**src/verilog/rv_consts.svh**
```systemverilog
`ifndef RV_CONSTS_SVH
`define RV_CONSTS_SVH

// data and address width of the RV32I core
`define RV_XLEN 32

// register file geometry
`define RV_REG_AW 5
`define RV_NUM_REGS 32

// sequential fetch advances one word
`define RV_PC_STEP 32'd4

// first fetch address after reset
`define RV_RESET_PC 32'h0000_0000

`endif

```
**src/verilog/rv_pkg.sv**
```systemverilog
`default_nettype none

`include "rv_consts.svh"

package rv_pkg;

  typedef logic [`RV_XLEN-1:0] word_t;
  typedef logic [`RV_REG_AW-1:0] reg_addr_t;

  // major opcodes kept by this core, bits [6:0] of the instruction
  typedef enum logic [6:0] {
    op_lui    = 7'b0110111,
    op_auipc  = 7'b0010111,
    op_jal    = 7'b1101111,
    op_branch = 7'b1100011,
    op_store  = 7'b0100011,
    op_op_imm = 7'b0010011,
    op_op     = 7'b0110011,
    op_system = 7'b1110011
  } opcode_e;

  typedef enum logic [3:0] {
    alu_add,
    alu_sub,
    alu_sll,
    alu_slt,
    alu_sltu,
    alu_xor,
    alu_srl,
    alu_sra,
    alu_or,
    alu_and,
    alu_pass_b
  } alu_op_e;

  // values match funct3 of the branch instructions
  typedef enum logic [2:0] {
    br_beq  = 3'b000,
    br_bne  = 3'b001,
    br_blt  = 3'b100,
    br_bge  = 3'b101,
    br_bltu = 3'b110,
    br_bgeu = 3'b111
  } branch_e;

  typedef enum logic [1:0] {
    pc_seq,
    pc_branch,
    pc_jump
  } pc_sel_e;

  typedef enum logic {
    sel_rs1,
    sel_pc
  } alu_a_sel_e;

endpackage

`default_nettype wire

```
**src/verilog/rv_alu.sv**
```systemverilog
`timescale 1ns/100ps
`default_nettype none

module rv_alu (
  input  rv_pkg::alu_op_e op,
  input  rv_pkg::word_t   a,
  input  rv_pkg::word_t   b,
  output rv_pkg::word_t   result
);
  import rv_pkg::*;

  logic [4:0] shamt;
  logic       lt_signed;
  logic       lt_unsigned;

  // shift amount comes from the low bits of b in both R and I forms
  assign shamt = b[4:0];

  assign lt_signed   = $signed(a) < $signed(b);
  assign lt_unsigned = a < b;

  always_comb begin
    case (op)
      alu_add: begin
        result = a + b;
      end
      alu_sub: begin
        result = a - b;
      end
      alu_sll: begin
        result = a << shamt;
      end
      alu_slt: begin
        result = {31'b0, lt_signed};
      end
      alu_sltu: begin
        result = {31'b0, lt_unsigned};
      end
      alu_xor: begin
        result = a ^ b;
      end
      alu_srl: begin
        result = a >> shamt;
      end
      alu_sra: begin
        result = word_t'($signed(a) >>> shamt);
      end
      alu_or: begin
        result = a | b;
      end
      alu_and: begin
        result = a & b;
      end
      alu_pass_b: begin
        // lui writes the U immediate unchanged
        result = b;
      end
      default: begin
        result = '0;
      end
    endcase
  end

endmodule

`default_nettype wire

```
**src/verilog/rv_core.sv**
```systemverilog
`timescale 1ns/100ps
`default_nettype none

module rv_core (
  input  logic          clk,
  input  logic          rst,
  output rv_pkg::word_t pc,
  input  rv_pkg::word_t insn,
  output logic          store_en,
  output rv_pkg::word_t store_addr,
  output rv_pkg::word_t store_data,
  output logic          halt
);
  import rv_pkg::*;

  alu_op_e    alu_op;
  alu_a_sel_e alu_a_sel;
  logic       alu_b_imm;
  word_t      imm;
  logic       rd_we;
  pc_sel_e    pc_sel;
  branch_e    branch_cond;
  reg_addr_t  rs1_addr;
  reg_addr_t  rs2_addr;
  reg_addr_t  rd_addr;
  word_t      rs1_data;
  word_t      rs2_data;
  word_t      alu_a;
  word_t      alu_b;
  word_t      alu_result;
  word_t      wb_data;
  word_t      pc_plus4;

  assign rs1_addr = insn[19:15];
  assign rs2_addr = insn[24:20];
  assign rd_addr  = insn[11:7];

  // operand and write-back selection
  assign alu_a   = (alu_a_sel == sel_pc) ? pc : rs1_data;
  assign alu_b   = alu_b_imm ? imm : rs2_data;
  assign wb_data = (pc_sel == pc_jump) ? pc_plus4 : alu_result;

  // sw address is the alu sum of rs1 and the S immediate
  assign store_addr = alu_result;
  assign store_data = rs2_data;

  rv_decoder u_decoder (
    .insn        (insn),
    .rst         (rst),
    .alu_op      (alu_op),
    .alu_a_sel   (alu_a_sel),
    .alu_b_imm   (alu_b_imm),
    .imm         (imm),
    .rd_we       (rd_we),
    .pc_sel      (pc_sel),
    .branch_cond (branch_cond),
    .store_en    (store_en),
    .halt        (halt)
  );

  rv_regfile u_regfile (
    .clk      (clk),
    .rst      (rst),
    .rs1_addr (rs1_addr),
    .rs2_addr (rs2_addr),
    .rs1_data (rs1_data),
    .rs2_data (rs2_data),
    .rd_addr  (rd_addr),
    .rd_data  (wb_data),
    .we       (rd_we)
  );

  rv_alu u_alu (
    .op     (alu_op),
    .a      (alu_a),
    .b      (alu_b),
    .result (alu_result)
  );

  rv_pc_unit u_pc_unit (
    .clk         (clk),
    .rst         (rst),
    .pc_sel      (pc_sel),
    .branch_cond (branch_cond),
    .rs1_data    (rs1_data),
    .rs2_data    (rs2_data),
    .imm         (imm),
    .pc          (pc),
    .pc_plus4    (pc_plus4)
  );

endmodule

`default_nettype wire

```
**src/verilog/rv_decoder.sv**
```systemverilog
`timescale 1ns/100ps
`default_nettype none

`include "rv_consts.svh"

module rv_decoder (
  input  rv_pkg::word_t      insn,
  input  logic               rst,
  output rv_pkg::alu_op_e    alu_op,
  output rv_pkg::alu_a_sel_e alu_a_sel,
  output logic               alu_b_imm,
  output rv_pkg::word_t      imm,
  output logic               rd_we,
  output rv_pkg::pc_sel_e    pc_sel,
  output rv_pkg::branch_e    branch_cond,
  output logic               store_en,
  output logic               halt
);
  import rv_pkg::*;

  localparam logic [6:0] F7_BASE = 7'b0000000;
  localparam logic [6:0] F7_ALT  = 7'b0100000;

  opcode_e    opcode;
  logic [2:0] funct3;
  logic [6:0] funct7;
  word_t      imm_i;
  word_t      imm_s;
  word_t      imm_b;
  word_t      imm_j;
  word_t      imm_u;

  assign opcode = opcode_e'(insn[6:0]);
  assign funct3 = insn[14:12];
  assign funct7 = insn[31:25];

  // immediates of every format, sign taken from bit 31
  assign imm_i = {{(`RV_XLEN-12){insn[31]}}, insn[31:20]};
  assign imm_s = {{(`RV_XLEN-12){insn[31]}}, insn[31:25], insn[11:7]};
  assign imm_b = {{(`RV_XLEN-13){insn[31]}}, insn[31], insn[7], insn[30:25], insn[11:8], 1'b0};
  assign imm_j = {{(`RV_XLEN-21){insn[31]}}, insn[31], insn[19:12], insn[20], insn[30:21],
                  1'b0};
  assign imm_u = {insn[31:12], 12'b0};

  always_comb begin
    alu_op      = alu_add;
    alu_a_sel   = sel_rs1;
    alu_b_imm   = 1'b0;
    imm         = imm_i;
    rd_we       = 1'b0;
    pc_sel      = pc_seq;
    branch_cond = branch_e'(funct3);
    store_en    = 1'b0;
    halt        = 1'b0;

    case (opcode)
      op_lui: begin
        alu_op    = alu_pass_b;
        alu_b_imm = 1'b1;
        imm       = imm_u;
        rd_we     = 1'b1;
      end
      op_auipc: begin
        alu_a_sel = sel_pc;
        alu_b_imm = 1'b1;
        imm       = imm_u;
        rd_we     = 1'b1;
      end
      op_jal: begin
        // link value is selected in the core, not by the alu
        imm    = imm_j;
        rd_we  = 1'b1;
        pc_sel = pc_jump;
      end
      op_branch: begin
        imm = imm_b;
        // funct3 010 and 011 are not branches
        if (funct3[2:1] != 2'b01) begin
          pc_sel = pc_branch;
        end
      end
      op_store: begin
        // address is rs1 + S immediate through the adder
        imm       = imm_s;
        alu_b_imm = 1'b1;
        store_en  = (funct3 == 3'b010);
      end
      op_op_imm: begin
        alu_b_imm = 1'b1;
        rd_we     = 1'b1;
        case (funct3)
          3'b000: alu_op = alu_add;
          3'b010: alu_op = alu_slt;
          3'b011: alu_op = alu_sltu;
          3'b100: alu_op = alu_xor;
          3'b110: alu_op = alu_or;
          3'b111: alu_op = alu_and;
          3'b001: begin
            alu_op = alu_sll;
            rd_we  = (funct7 == F7_BASE);
          end
          default: begin
            // srli and srai share funct3, funct7 picks the fill
            alu_op = (funct7 == F7_ALT) ? alu_sra : alu_srl;
            rd_we  = (funct7 == F7_BASE) || (funct7 == F7_ALT);
          end
        endcase
      end
      op_op: begin
        rd_we = 1'b1;
        case ({funct7, funct3})
          {F7_BASE, 3'b000}: alu_op = alu_add;
          {F7_ALT,  3'b000}: alu_op = alu_sub;
          {F7_BASE, 3'b001}: alu_op = alu_sll;
          {F7_BASE, 3'b010}: alu_op = alu_slt;
          {F7_BASE, 3'b011}: alu_op = alu_sltu;
          {F7_BASE, 3'b100}: alu_op = alu_xor;
          {F7_BASE, 3'b101}: alu_op = alu_srl;
          {F7_ALT,  3'b101}: alu_op = alu_sra;
          {F7_BASE, 3'b110}: alu_op = alu_or;
          {F7_BASE, 3'b111}: alu_op = alu_and;
          default: rd_we = 1'b0;
        endcase
      end
      op_system: begin
        // only ecall is recognised, everything else is a no-op
        halt = (insn[31:7] == '0);
      end
      default: begin
        // unknown opcode runs as a nop
        rd_we = 1'b0;
      end
    endcase

    // no architectural side effects while in reset
    if (rst) begin
      rd_we    = 1'b0;
      store_en = 1'b0;
      halt     = 1'b0;
    end
  end

endmodule

`default_nettype wire

```
**src/verilog/rv_pc_unit.sv**
```systemverilog
`timescale 1ns/100ps
`default_nettype none

`include "rv_consts.svh"

module rv_pc_unit (
  input  logic            clk,
  input  logic            rst,
  input  rv_pkg::pc_sel_e pc_sel,
  input  rv_pkg::branch_e branch_cond,
  input  rv_pkg::word_t   rs1_data,
  input  rv_pkg::word_t   rs2_data,
  input  rv_pkg::word_t   imm,
  output rv_pkg::word_t   pc,
  output rv_pkg::word_t   pc_plus4
);
  import rv_pkg::*;

  logic  taken;
  word_t pc_target;
  word_t pc_next;

  assign pc_plus4  = pc + `RV_PC_STEP;
  assign pc_target = pc + imm;

  // bltu and bgeu compare as unsigned
  always_comb begin
    case (branch_cond)
      br_beq:  taken = (rs1_data == rs2_data);
      br_bne:  taken = (rs1_data != rs2_data);
      br_blt:  taken = ($signed(rs1_data) < $signed(rs2_data));
      br_bge:  taken = ($signed(rs1_data) >= $signed(rs2_data));
      br_bltu: taken = (rs1_data < rs2_data);
      br_bgeu: taken = (rs1_data >= rs2_data);
      default: taken = 1'b0;
    endcase
  end

  always_comb begin
    case (pc_sel)
      pc_branch: pc_next = taken ? pc_target : pc_plus4;
      pc_jump:   pc_next = pc_target;
      default:   pc_next = pc_plus4;
    endcase
  end

  always_ff @(posedge clk) begin
    if (rst) begin
      pc <= `RV_RESET_PC;
    end else begin
      pc <= pc_next;
    end
  end

endmodule

`default_nettype wire

```
**src/verilog/rv_regfile.sv**
```systemverilog
`timescale 1ns/100ps
`default_nettype none

`include "rv_consts.svh"

module rv_regfile (
  input  logic              clk,
  input  logic              rst,
  input  rv_pkg::reg_addr_t rs1_addr,
  input  rv_pkg::reg_addr_t rs2_addr,
  output rv_pkg::word_t     rs1_data,
  output rv_pkg::word_t     rs2_data,
  input  rv_pkg::reg_addr_t rd_addr,
  input  rv_pkg::word_t     rd_data,
  input  logic              we
);
  import rv_pkg::*;

  word_t regs [`RV_NUM_REGS];

  // combinational reads, x0 forced to zero
  assign rs1_data = (rs1_addr == '0) ? '0 : regs[rs1_addr];
  assign rs2_data = (rs2_addr == '0) ? '0 : regs[rs2_addr];

  always_ff @(posedge clk) begin
    if (rst) begin
      for (int i = 0; i < `RV_NUM_REGS; i++) begin
        regs[i] <= '0;
      end
    end else if (we && (rd_addr != '0)) begin
      regs[rd_addr] <= rd_data;
    end
  end

endmodule

`default_nettype wire
```
**config.mk**
```make
export PLATFORM = sky130hd
export DESIGN_NAME = rv_core
export DESIGN_NICKNAME = d
export VERILOG_FILES = /design/src/verilog/rv_pkg.sv /design/src/verilog/rv_alu.sv /design/src/verilog/rv_core.sv /design/src/verilog/rv_decoder.sv /design/src/verilog/rv_pc_unit.sv /design/src/verilog/rv_regfile.sv
export VERILOG_INCLUDE_DIRS = /design/src /design/src/verilog
export SDC_FILE = /design/constraint.sdc
export NUM_CORES = 2
export LEC_CHECK = 0
export BUFFER_PORTS_ARGS = -buffer_cell sky130_fd_sc_hd__buf_4
export CELL_PAD_IN_SITES_DETAIL_PLACEMENT = 1
export CELL_PAD_IN_SITES_GLOBAL_PLACEMENT = 2
export CORE_MARGIN = 4
export CORE_UTILIZATION = 43
export DETAILED_ROUTE_END_ITERATION = 10
export PLACE_DENSITY_LB_ADDON = 0.12
export SETUP_SLACK_MARGIN = 0.1
export SLEW_MARGIN = 25
export SYNTH_ARGS = -nofsm -noshare
export SYNTH_HDL_FRONTEND = slang
export SYNTH_SLANG_ARGS = --single-unit
```
**constraint.sdc**
```tcl
create_clock -name clk -period 10.33 [get_ports clk]
set_input_delay 1.033 -clock clk [delete_from_list [all_inputs] [get_ports clk]]
set_output_delay 1.033 -clock clk [all_outputs]
set_load 0.03 [all_outputs]
```
Word level (Yosys, flattened, before mapping)
Memory sizes are Yosys's and may differ from the RTL's.
Index checks and enable logic that the tools add are counted.
{ "totals": {"regBits": 32, "ramBits": 1024, "input_bits": 34, "wordCells": 108, "n_memories": 1} }
{ "op_classes": {"n_addsub": 4, "order_cmp": 6, "n_eq_ne": 40, "shifts": 3, "muxes": 34, "n_bitwise": 3, "reduce_logical": 16} }
{ "memory_table": {"columns": ["name", "depth", "word_bits", "read_ports", "rd_ports_with_merged_regs", "write_ports", "line_no", "source"], "rows": [
  ["u_regfile.regs", 32, 32, 2, 0, 32, "rv_regfile.sv:19", "word_t regs [`RV_NUM_REGS];"]
]} }
{ "op_table": {"columns": ["cell", "n"], "rows": [
  ["case mux 32 bit (11 select lines)", 1],
  ["2-to-1 mux 32 bit", 7],
  ["less-than comparator 32 bit", 4],
  ["case mux 31 bit (4 select lines)", 1],
  ["adder 32 bit", 2],
  ["greater-or-equal comparator 32 bit", 2],
  ["case mux 32 bit (2 select lines)", 1],
  ["== test 10 x 3 -> 1 bit, second input constant", 4],
  ["case mux 4 bit (9 select lines)", 1],
  ["adder 32 x 3 -> 32 bit, second input constant", 1],
  ["bitwise AND 32 bit", 1],
  ["== test 32 bit", 1],
  ["inequality test 32 bit", 1],
  ["OR 32 bit", 1],
  ["OR reduction 32 bit", 1],
  ["left shift 32 x 5 -> 32 bit", 1],
  ["right shift 32 x 5 -> 32 bit", 1],
  [">>> shifter 32 x 5 -> 32 bit", 1],
  ["subtractor 32 bit", 1],
  ["bitwise XOR 32 bit", 1],
  ["== test 7 x 6 -> 1 bit, second input constant", 4],
  ["case mux 4 bit (7 select lines)", 1],
  ["zero test 25 bit", 1],
  ["== test 7 bit, second input constant", 3],
  ["34 further kinds", 63]
]} }

Longest topological paths before layout
{ "logic_depth": {"depth_word": 11, "ltp_mapped": 29} }

By module
From an unflattened synthesis, not the netlist that was laid out.
{ "hier_totals": {"cells_unflattened": 5602, "hier_area_um2": 69580.5} }
{ "modules_own_cells": {"columns": ["mod", "instances", "cells_per_inst", "area_per_inst_um2"], "rows": [
  ["rv_regfile", 1, 3502, 54232.0],
  ["rv_alu", 1, 1316, 8961.1],
  ["rv_pc_unit", 1, 556, 4285.4],
  ["rv_core", 1, 109, 1333.8],
  ["rv_decoder", 1, 119, 768.2]
]} }

Least setup slack after synthesis
No wires, ideal clock.
{ "synth_timing": {"path_type": "input-to-output", "from": "input port insn[20]", "to": "output port store_addr[30]", "arrival_time_ps": 7864, "t_required_ps": 9297, "path_slack_ps": 1433, "cell_stages": 26, "n_path_buf": 9, "cell_sequence": "buf_4 -> buf_6 -> buf_4 -> buf_2 -> buf_2 -> clkbuf_1 -> buf_1 -> mux4_2 -> mux4_2 -> mux2_2 -> nand2_1 -> a21oi_1 -> ha_1 -> clkbuf_1 -> nor4_1 -> nand2b_1 -> or2_2 -> a2111oi_0 -> nor2_1 -> o21a_1 -> o31ai_1 -> xnor2_1 -> nor2_1 -> nor4b_2 -> buf_2 -> inv_1"} }
{ "synth_between": {"elab_chain_len": 5} }
{ "synth_lines": {"columns": ["item", "line_no", "source"], "rows": [
  ["from (decl)", "rv_core.sv:8", "input rv_pkg::word_t insn,"],
  ["memory read (32 x 32 bit) or zero test 5 bit (tied branches)", null, null],
  ["2-to-1 mux 32 bit", "rv_regfile.sv:23", "assign rs2_data = (rs2_addr == '0) ? '0 : regs[rs2_addr];"],
  ["2-to-1 mux 32 bit (*)", "rv_core.sv:40", "assign alu_b = alu_b_imm ? imm : rs2_data;"],
  ["subtractor 32 bit (tied with other cells)", "rv_alu.sv:28", "result = a - b;"],
  ["case mux 32 bit (11 select lines) (*)", "rv_alu.sv:23", "case (op)"],
  ["to (decl)", "rv_core.sv:10", "output rv_pkg::word_t store_addr,"]
]} }
Every way passes the cells marked *; elsewhere a longest branch is shown, timed or not.

Worst setup path in the final report
{ "layout_timing": {"from": "input port insn[21]", "to": "output port store_addr[30]"} }
Same word-level chain as after synthesis.

==> impl_metrics.tcl <==
set metrics [dict create \
    status "finished, final reports clean" \
    final-hold-violation-count 0 \
    cts_made_buffers 117 \
    grt_pass1_vias 64100 \
    synth_area_leaders "edfxtp_1, mux4_2, mux2i_1, nor2_1, ha_1" \
    fmax_mhz 101 \
    final.setup.tns_ps 0 \
    async_reset_ff_frac 0 \
    wl_um 392000 \
    fin_crit_ps 9870 \
    placed_area_mm2 0.0764 \
    rsz0062_at_grt "no" \
    finalSetupViolCount 0 \
    worst_ep_arrival_time_ps 8840 \
    finClkSkew_ps 98.7 \
    overflow 0 \
    cts_root_buf "clkbuf_16" \
    synth_top_area_frac 0.429 \
    finalCritPeriodShare 0.956 \
    die_area_mm2 0.173 \
    synth_flop_cell "edfxtp_1" \
    worstHoldEndpoint "u_pc_unit.pc[1]" \
    post_cts_buffers 0 \
    ant_nets 0 \
    num_io_pins 132 \
    grt_usage 0.441 \
    yosysMostFrequentCell "edfxtp_1" \
    p_leak_uw 0.0303 \
    design_area_mm2 0.0804 \
    cp-start-kind "input port" \
    drc_errors 0 \
    worstRegToRegCells 19 \
    path_cells "buf_8 > nor2b_1 > a22oi_1 > nand3_1 > nand4_1 > a22oi_2 > inv_2 > ha_1 > inv_1 > fa_1 > a21oi_1 > nor4b_1 > o311ai_0 > buf_4 > a2111oi_0 > nor2_1 > o21a_1 > o31ai_1 > xnor2_1 > nor2_1 > nor4b_4 > inv_1 > buf_4" \
    hp-start "u_pc_unit.pc[1]" \
    clk_pin_slew_worst_paths_ps 70 \
    cts_resized 0 \
    max_slew_margin 0.197 \
    multi_input_area_mm2 0.0375 \
    worst_setup_path_end_kind "output pin" \
    die_h_um 416 \
    ir_worst_vdd_uv 165 \
    cts_hold_buf 0 \
    top_layer_used "met5" \
    via_per_inst 7.21 \
    htree_levels 3 \
    wire_per_inst_um 43.2 \
    timing.rr.start "u_regfile.regs[31][14]" \
    die_w_um 416 \
    rows 149 \
    max_stage_delay_ps 910 \
    place_congestion 1.06 \
    path_buf_inv 6 \
    netlist_area_mm2 0.0717 \
    synth_top_cell_by_area "edfxtp_1" \
    register_area_mm2 0.0314 \
    synth_edf_count 1024 \
    crit_type "input port to output pin" \
    antenna_found_initial 32 \
    max_cap_violations 0 \
    num_vias 65400 \
    reg2reg_to "u_regfile.regs[19][30]" \
    yosys_warnings 0 \
    synth_common_cells "edfxtp_1, nor2_1, mux2i_1" \
    drt-initial-drc-count 9284 \
    cts_tree "yes" \
    cp.required_ps 9300 \
    worst_pin_slew_ps 1190 \
    wl_met1_um 142000 \
    cp_max_fo 74 \
    dr.pass1.iters 6 \
    area_growth_pct 12.1 \
    netlist-cell-type-count 111 \
    met3WireLength_um 42000 \
    clk_path_buf_depth 3 \
    path_delay_family "simple AND/OR/NAND/NOR gates" \
    syn_inst 6775 \
    nNetsFinal 6965 \
    yosysSeqAreaShare 0.438 \
    drive_above_1_share 0.188 \
    slowest_stage "nor2b_1" \
    port_buffers 131 \
    clk_latency_ps 820 \
    hold_path_depth 2 \
    hpwl_um 274000 \
    r2r_slack_ps 2640 \
    p_per_area_mw_per_mm2 182 \
    nFillCells 17600 \
    start_util 0.434 \
    grt_max_degree 91 \
    grt_pass1_wl_um 534000 \
    drv_slew 0 \
    clock_sinks 1056 \
    hold_class "flip-flop to flip-flop" \
    core-area_mm2 0.165 \
    ys_seq_elements 1056 \
    met2WireLength_um 173000 \
    avgSynthCellArea_um2 10.6 \
]
-- metrics by stage --
step                total power [µW]  hold slack (ps)  setup slack, ps  utilization  std cells
floorplan                       7780              605             1430            -       6806
global placement               10000              583              789        0.461       8830
detailed placement             10100              587              927        0.462       8833
CTS                            14400              580              886        0.486       9055
global route                   14900              604              419        0.486       9058
finish                         14600              609              459        0.486       9078
-- worst reg2reg max path, cell delays in order (launching register included) --
cell and delay [ps]:
edfxtp_1 370, mux2_2 170, o22ai_1 110, a221o_1 330, or4_1 830, o21ai_0 550, ha_1 330, buf_4 170
nor4_1 640, nand2b_1 140, or2_2 390, a2111oi_0 920, nor2_1 90, o21a_1 280, o31ai_1 530, xnor2_1 210
nor2_1 100, nor4b_4 590, buf_4 480, a21oi_1 180
-- metal layers --
layer / up-vias / GRT usage
li1: 25900 / -
met1: 33500 / 0.542
met2: 4752 / 0.674
met3: 1248 / 0.111
met4: 16 / 0.327
met5: - / 0
-- kinds of logic after synthesis --
logic type	count (synthesis)	synth area share
xor gates and xnor gates	68	0.00830
buffers and inverters	851	0.0531
DFF	1056	0.438
and+or+nand+nor	2175	0.140
AOI/OAI and AO/OA	1499	0.147
muxes	959	0.185
adders and majority gates	166	0.0293
other	1	0.0000523
-- report_power, final --
group	leakage (µW)	internal (µW)	switching [µW]	total [µW]
clock network	0.00192	2480	1880	4370
registers	0.0108	4840	91.8	4930
logic	0.0176	1450	3850	5310
-- placed cells by master (no fill, tap or decap), drive strengths merged, types with 24 or more instances in the layout --
cell type,instances
edfxtp,1024
nand3,144
nor3,361
a31oi,27
o21ai,144
o31ai,32
and3,40
o22ai,67
nand2b,74
clkinv,67
nand4,38
or4,33
conb,32
a211oi,70
mux2,92
clkbuf,134
or2,24
nor2b,35
nand2,315
xnor2,42
a21oi,384
a21o,61
a22oi,246
and2,33
a221oi,40
o211ai,43
o2111ai,26
nor4,45
mux4,283
nor2,950
a2111oi,54
buf,515
a221o,41
or3,32
ha,163
inv,177
o21bai,52
xor2,26
mux2i,584
dfxtp,32
-- state kept, by name, indices dropped and copies added (netlist names) --
| name | count |
|---|---|
| u_regfile.regs | 1024 |
| u_pc_unit.pc | 32 |
-- worst max-delay path by stage --
| stage | start | endpoint | depth (start not counted) | slack [ps] |
|---|---|---|---|---|
| after CTS | insn[20] | store_addr[30] | 20 | 890 |
| after detailed placement | insn[20] | store_addr[30] | 20 | 930 |
| after global routing | insn[20] | store_addr[31] | 22 | 420 |
| after floorplan | insn[20] | store_addr[30] | 26 | 1430 |
| final | insn[21] | store_addr[30] | 23 | 460 |
| after global placement | insn[20] | store_addr[31] | 21 | 790 |
-- layout make-up --
| cell class | count | share of cell area |
|---|---|---|
| well taps | 2189 | 0.0341 |
| diodes | 21 | 0.000654 |
| clock buffers | 134 | 0.0372 |
| flip-flops and latches | 1056 | 0.390 |
| inverters | 176 | 0.00822 |
| multi-input cells | 4899 | 0.466 |
| repair buffers | 515 | 0.0519 |
| clock inverters | 88 | 0.0117 |
Note: power is estimated with default switching activity, not from simulation.
